--- config.mk ---
export PLATFORM = sky130hd
export DESIGN_NAME = mem_stage
export DESIGN_NICKNAME = d
export VERILOG_FILES = /design/src/rtl/cpu_pkg.sv /design/src/rtl/data_memory.sv /design/src/rtl/mem_stage.sv
export SDC_FILE = /design/constraint.sdc
export NUM_CORES = 2
export LEC_CHECK = 0
export BUFFER_PORTS_ARGS = -buffer_cell sky130_fd_sc_hd__buf_4
export CAP_MARGIN = 10
export CORE_ASPECT_RATIO = 1.75
export CORE_UTILIZATION = 40
export DETAILED_ROUTE_END_ITERATION = 8
export PLACE_DENSITY = 0.52
export SLEW_MARGIN = 20
export SYNTH_ARGS = -nofsm -noshare
export SYNTH_HDL_FRONTEND = slang
export SYNTH_SLANG_ARGS = --single-unit
--- constraint.sdc ---
create_clock -name clk -period 3 [get_ports clk]
set_clock_uncertainty 0.1 [all_clocks]
set_input_delay 0.45 -clock clk [delete_from_list [all_inputs] [get_ports clk]]
set_output_delay 0.45 -clock clk [all_outputs]
set_load 0.01 [all_outputs]
--- src/rtl/cpu_pkg.sv ---
// Pipeline types for the memory-access stage of the 16-bit processor
`default_nettype none

package cpu_pkg;

    ////////////////////
    // Widths
    ////////////////////

    localparam int data_w     = 16; // Machine word
    localparam int reg_addr_w = 4;  // Register file index

    ////////////////////
    // Execute to memory access
    ////////////////////

    typedef struct packed {
        logic                  valid;
        logic                  reg_write;
        logic                  mem_write;
        logic                  mem_read;
        logic                  mem_to_reg;  // Load result goes to the register file
        logic                  call;
        logic                  ret_future;  // Return seen ahead of write-back
        logic                  halt;
        logic [reg_addr_w-1:0] reg_rd;      // Destination register
        logic [data_w-1:0]     alu_result;  // ALU result or stack pointer
        logic [data_w-1:0]     store_data;  // Store data, PC during a call
    } ex_mem_t;

    ////////////////////
    // Memory access to write-back
    ////////////////////

    typedef struct packed {
        logic                  valid;
        logic                  reg_write;
        logic                  mem_to_reg;
        logic                  ret_future;
        logic                  halt;
        logic [reg_addr_w-1:0] reg_rd;      // Zero when not writing
        logic [data_w-1:0]     alu_result;  // Adjusted stack pointer on call and return
        logic [data_w-1:0]     read_data;
    } mem_wb_t;

endpackage

`default_nettype wire

--- src/rtl/data_memory.sv ---
// Word-addressed data memory with one synchronous read and write port
`timescale 1ns/1ps
`default_nettype none

module data_memory
    import cpu_pkg::*;
#(
    parameter int depth_log2 = 8
) (
    input  wire logic              clk,
    input  wire logic [data_w-1:0] addr,
    input  wire logic              re,
    input  wire logic              we,
    input  wire logic [data_w-1:0] wdata,
    output logic      [data_w-1:0] rdata
);

    localparam int depth = 1 << depth_log2;

    ////////////////////
    // Storage
    ////////////////////

    logic [data_w-1:0]     mem [0:depth-1];
    logic [depth_log2-1:0] idx;

    // Upper address bits wrap
    assign idx = addr[depth_log2-1:0];

    ////////////////////
    // Access port
    ////////////////////

    // Write and read share the edge, so a read
    // of the written word sees the old contents
    always_ff @(posedge clk) begin
        if (we) begin
            mem[idx] <= wdata;
        end
        if (re) begin
            rdata <= mem[idx]; // Holds when re is low
        end
    end

endmodule

`default_nettype wire

--- src/rtl/mem_stage.sv ---
// Memory-access stage with stack adjustment, data memory and MEM/WB register
`timescale 1ns/1ps
`default_nettype none

module mem_stage
    import cpu_pkg::*;
#(
    parameter int dmem_depth_log2 = 8
) (
    input  wire logic    clk,
    input  wire logic    arst_n,
    input  wire ex_mem_t ex,
    output mem_wb_t      wb
);

    logic [data_w-1:0]     dmem_addr;
    logic [data_w-1:0]     dmem_wdata;
    logic [data_w-1:0]     dmem_rdata;
    logic                  dmem_re;
    logic                  dmem_we;
    logic [data_w-1:0]     fwd_result;  // Result handed to write-back

    logic                  valid_q;
    logic                  reg_write_q;
    logic                  mem_to_reg_q;
    logic                  ret_future_q;
    logic                  halt_q;
    logic [reg_addr_w-1:0] reg_rd_q;
    logic [data_w-1:0]     alu_result_q;

    ////////////////////
    // Stack pointer rules
    ////////////////////

    always_comb begin
        dmem_addr  = ex.alu_result;
        dmem_wdata = ex.store_data;
        fwd_result = ex.alu_result;
        if (ex.call) begin
            // Push return address, SP moves down
            dmem_wdata = ex.store_data + data_w'(1);
            fwd_result = ex.alu_result - data_w'(1);
        end else if (ex.ret_future) begin
            // SP moves up, pop from the new top
            dmem_addr  = ex.alu_result + data_w'(1);
            fwd_result = ex.alu_result + data_w'(1);
        end
    end

    assign dmem_re = ex.valid && ex.mem_read;
    assign dmem_we = ex.valid && ex.mem_write;

    data_memory #(
        .depth_log2 (dmem_depth_log2)
    ) u_data_memory (
        .clk   (clk),
        .addr  (dmem_addr),
        .re    (dmem_re),
        .we    (dmem_we),
        .wdata (dmem_wdata),
        .rdata (dmem_rdata)
    );

    ////////////////////
    // MEM/WB register
    ////////////////////

    always_ff @(posedge clk or negedge arst_n) begin
        if (!arst_n) begin
            valid_q      <= 1'b0;
            reg_write_q  <= 1'b0;
            mem_to_reg_q <= 1'b0;
            ret_future_q <= 1'b0;
            halt_q       <= 1'b0;
            reg_rd_q     <= '0;
        end else begin
            valid_q      <= ex.valid;
            reg_write_q  <= ex.valid && ex.reg_write;
            mem_to_reg_q <= ex.valid && ex.mem_to_reg;
            ret_future_q <= ex.valid && ex.ret_future;
            halt_q       <= ex.valid && ex.halt;
            // Destination zeroed when nothing is written
            reg_rd_q     <= (ex.valid && ex.reg_write) ? ex.reg_rd : '0;
        end
    end

    always_ff @(posedge clk) begin
        alu_result_q <= fwd_result;
    end

    assign wb.valid      = valid_q;
    assign wb.reg_write  = reg_write_q;
    assign wb.mem_to_reg = mem_to_reg_q;
    assign wb.ret_future = ret_future_q;
    assign wb.halt       = halt_q;
    assign wb.reg_rd     = reg_rd_q;
    assign wb.alu_result = alu_result_q;
    assign wb.read_data  = dmem_rdata; // Already registered in the memory

endmodule

`default_nettype wire

==> results.yml <==
outcome:
  outcome: "complete, but fails checks"
  violations: "negative setup slack"
global_route:
  overflow: 0
  antenna_found_initial: 22
  grt_pass1_wl_mm: 750
  grt_max_degree: 73
  grt_pass1_vias: 94291
  grt.total_usage_pct: 28.0
route:
  first_pass_iters: 8
  wirelength_mm: 553
  drc: 0
  vias: 94457
  viasPerCell: 6.08
  ant_nets: 0
  drtIter0Drc: 10392
  drt-wirelength-per-cell_um: 35.6
floorplan:
  die_y_um: 819
  ios: 87
  start_util_pct: 40.2
  die_area_um2: 384000
  core-area_um2: 379000
  die_w_um: 469
  rows: 299
setup_path:
  critPathMaxFanout: 18
  crit_type: "input port to flip-flop"
  startpoint_type: "input port"
  reg2reg_slack_ns: 0.28
  cp.arrival_ns: 3.84
  end_kind: "flip-flop"
  r2r-start: "u_data_memory.mem[7][14]"
  crit_required_ns: 3.63
  r2r.worst_path.cells: 8
  regToRegEndpoint: "u_data_memory.rdata[14]"
sta:
  setup_ws_ns: -0.209
  setup_viol: 27
  tightest_slew_ns: 0.990
  slew_violations: 0
  fin_crit_ns: 3.21
  hold_viol: 0
  max_clock_freq_mhz: 312
  slew_headroom_pct: 34.0
  fin_crit_sh_pct: 107
  grt_setup_unrepaired: "true"
clocking:
  cts-buffers-inserted: 378
  cts_buffer_depth: 4
  cts_tree: "yes"
  clock_latency_ns: 0.99
  htreeDepth: 5
  clk_pin_slew_worst_paths_ns: 0.06
  cts_sinks: 4137
  cts_root_buf: "clkbuf_16"
synth:
  async_flop_share_pct: 0.218
  synth_largest_area_cell: "edfxtp_1"
  yosys_warnings: 0
  synth_ff_type: "edfxtp_1"
  syn-num-nets: 8703
  seq_area_frac_synth_pct: 81.2
  synth.area.top_cells: "edfxtp_1 (81%), a22oi_1 (10%), a21oi_1 (3.4%)"
  synth_edf_count: 4112
  syn-cell-area_um2: 153000
  yosys.area.top_type_share_pct: 80.9
  syn_inst: 8654
  syn_area_per_cell_um2: 17.6
  ys_types: 54
  synth-seq-cells: 4137
place:
  dpl_worst_slack_ns: -2.32
  dp_hpwl_mm: 347
  port_buffers: 86
  place_inst: 14552
  gp_congestion: 0.899
cells_and_area:
  fill_cells: 30481
  drive_above_1_share_pct: 28.2
  syn_to_final_growth_pct: 28.6
  finalNonFillerCells: 15533
  layout_common_cells: "edfxtp_1 (4112), a22oi_1 (1877), buf_4 (1104), a21oi_1 (913), buf_12 (496)"
  fin_nets: 10314
  final_common_cell: "edfxtp_1"
hold_path:
  holdPathStages: 6
  hold_path_class: "input port to flip-flop"
  min_to: "alu_result_q[7]"
  holdCritStartpoint: "ex[17]"
power_and_ir_drop:
  peakVddDrop_uv: 561
  leakagePower_nw: 62.8
  power_density_nw_per_um2: 634
flow_run:
  drv_cap: 0
==> critical path, cell delays in order <==
cell and delay (ns):
buf_12 0.10, inv_6 0.03, ha_4 0.26, nand4bb_1 0.17, o21ai_4 0.17, buf_12 0.20, buf_16 0.18, buf_4 0.20
buf_4 0.19, a22oi_2 0.21, a21oi_2 0.07, buf_4 0.15, o41ai_4 0.31, buf_4 0.21, a41oi_2 0.13, buf_6 0.19
or4_4 0.53
==> state kept, by name, summed over array words and instances, names as in the netlist <==
| name | cells |
|---|---|
| reg_write_q | 1 |
| u_data_memory.mem | 4096 |
| alu_result_q | 16 |
| mem_to_reg_q | 1 |
| reg_rd_q | 4 |
| halt_q | 1 |
| valid_q | 1 |
| u_data_memory.rdata | 16 |
| ret_future_q | 1 |
==> logic make-up (layout without fill, tap and decap cells) <==
logic type               count (synthesis)  after routing  synth area share [%]
AO/OA/AOI/OAI                         3414           3414                  15.4
adder cells (fa/ha/maj)                  3              3                0.0246
XOR/XNOR                                40             40                 0.229
flip-flops                            4137           4137                  81.2
multiplexers                             1              1               0.00738
AND/OR/NAND/NOR                        407            407                  1.16
buffers and inverters                  652           2556                  1.97
other                                    0              9                     0
==> timing repair <==
action | CTS | global route
hold buffers | 60 | 0
gates cloned | 52 | 18
setup endpoints to repair | 1670 | 306
resized for setup | 598 | 384
pin swaps | 127 | 148
buffers inserted | 130 | 66
hold endpoints to repair | 198 | 0
==> worst max-delay path by stage <==
stage	depth (start not counted)	start	slack, ns	to
CTS	14	ex[16]	-0.10	u_data_memory.rdata[13]
finish	17	ex[16]	-0.21	u_data_memory.rdata[13]
detailed placement	15	ex[16]	-2.32	u_data_memory.rdata[15]
global route	17	ex[16]	-0.23	u_data_memory.rdata[13]
global placement	13	ex[16]	-2.63	u_data_memory.rdata[11]
floorplan	7	ex[38]	-1.70	u_data_memory.mem[0][15]
==> where the power goes <==
group	switching, mW	internal, mW	leakage [nW]
registers	0.0609	63.8	37.2
clock network	21.6	27.3	5.93
logic	7.31	4.32	19.7
==> stage by stage <==
stage	hold slack [ns]	cell area, um^2	setup TNS, ns	util, %	power (mW)
after floorplan	0.0544	153000	-8876.97	-	69.2
after global placement	0.202	174000	-4005.34	45.9	74.5
after detailed placement	0.206	174000	-4028.23	46.0	74.6
after CTS	0.0469	194000	-0.928	51.0	124
after global routing	0.0808	196000	-2.26	51.7	127
final	0.0681	196000	-2.84	51.8	124
==> cells in the mapped netlist (all sizes together), types with 2 or more instances <==
| cell | count |
|---|---|
| edfxtp | 4112 |
| a22oi | 2048 |
| a21oi | 1027 |
| buf | 352 |
| clkbuf | 295 |
| nor2 | 283 |
| o41ai | 258 |
| a41oi | 64 |
| nand2 | 52 |
| xnor2 | 27 |
| dfxtp | 16 |
| or4 | 16 |
| xor2 | 13 |
| and3 | 9 |
| dfrtp | 9 |
| nand3 | 8 |
| nand4 | 7 |
| and2 | 6 |
| inv | 5 |
| o21ai | 5 |
| a31oi | 4 |
| nor2b | 4 |
| nor3 | 4 |
| ha | 3 |
| o31ai | 3 |
| or3 | 3 |
| and2b | 2 |
| nand3b | 2 |
| nor4b | 2 |
| or4b | 2 |
==> final cells by class <==
class / instances / area (um^2) / area share (%)
flip-flops and latches: 4137 / 124000 / 63.2
well taps: 4966 / 6210 / 3.17
diodes: 9 / 22.5 / 0.0115
inverters: 5 / 28.8 / 0.0147
repair buffers: 1878 / 23100 / 11.8
clock buffers: 465 / 10100 / 5.15
clock inverters: 208 / 2060 / 1.05
multi-input cells: 3865 / 30800 / 15.7
==> routing by layer <==
| layer | GRT usage (%) | part of all wire [%] |
|---|---|---|
| met5 | 0 | 0.0024 |
| met4 | 18.2 | 7.8 |
| met3 | 3.51 | 5.7 |
| met2 | 48.7 | 51 |
| met1 | 32.5 | 35 |
(Power assumes the default switching activity.)
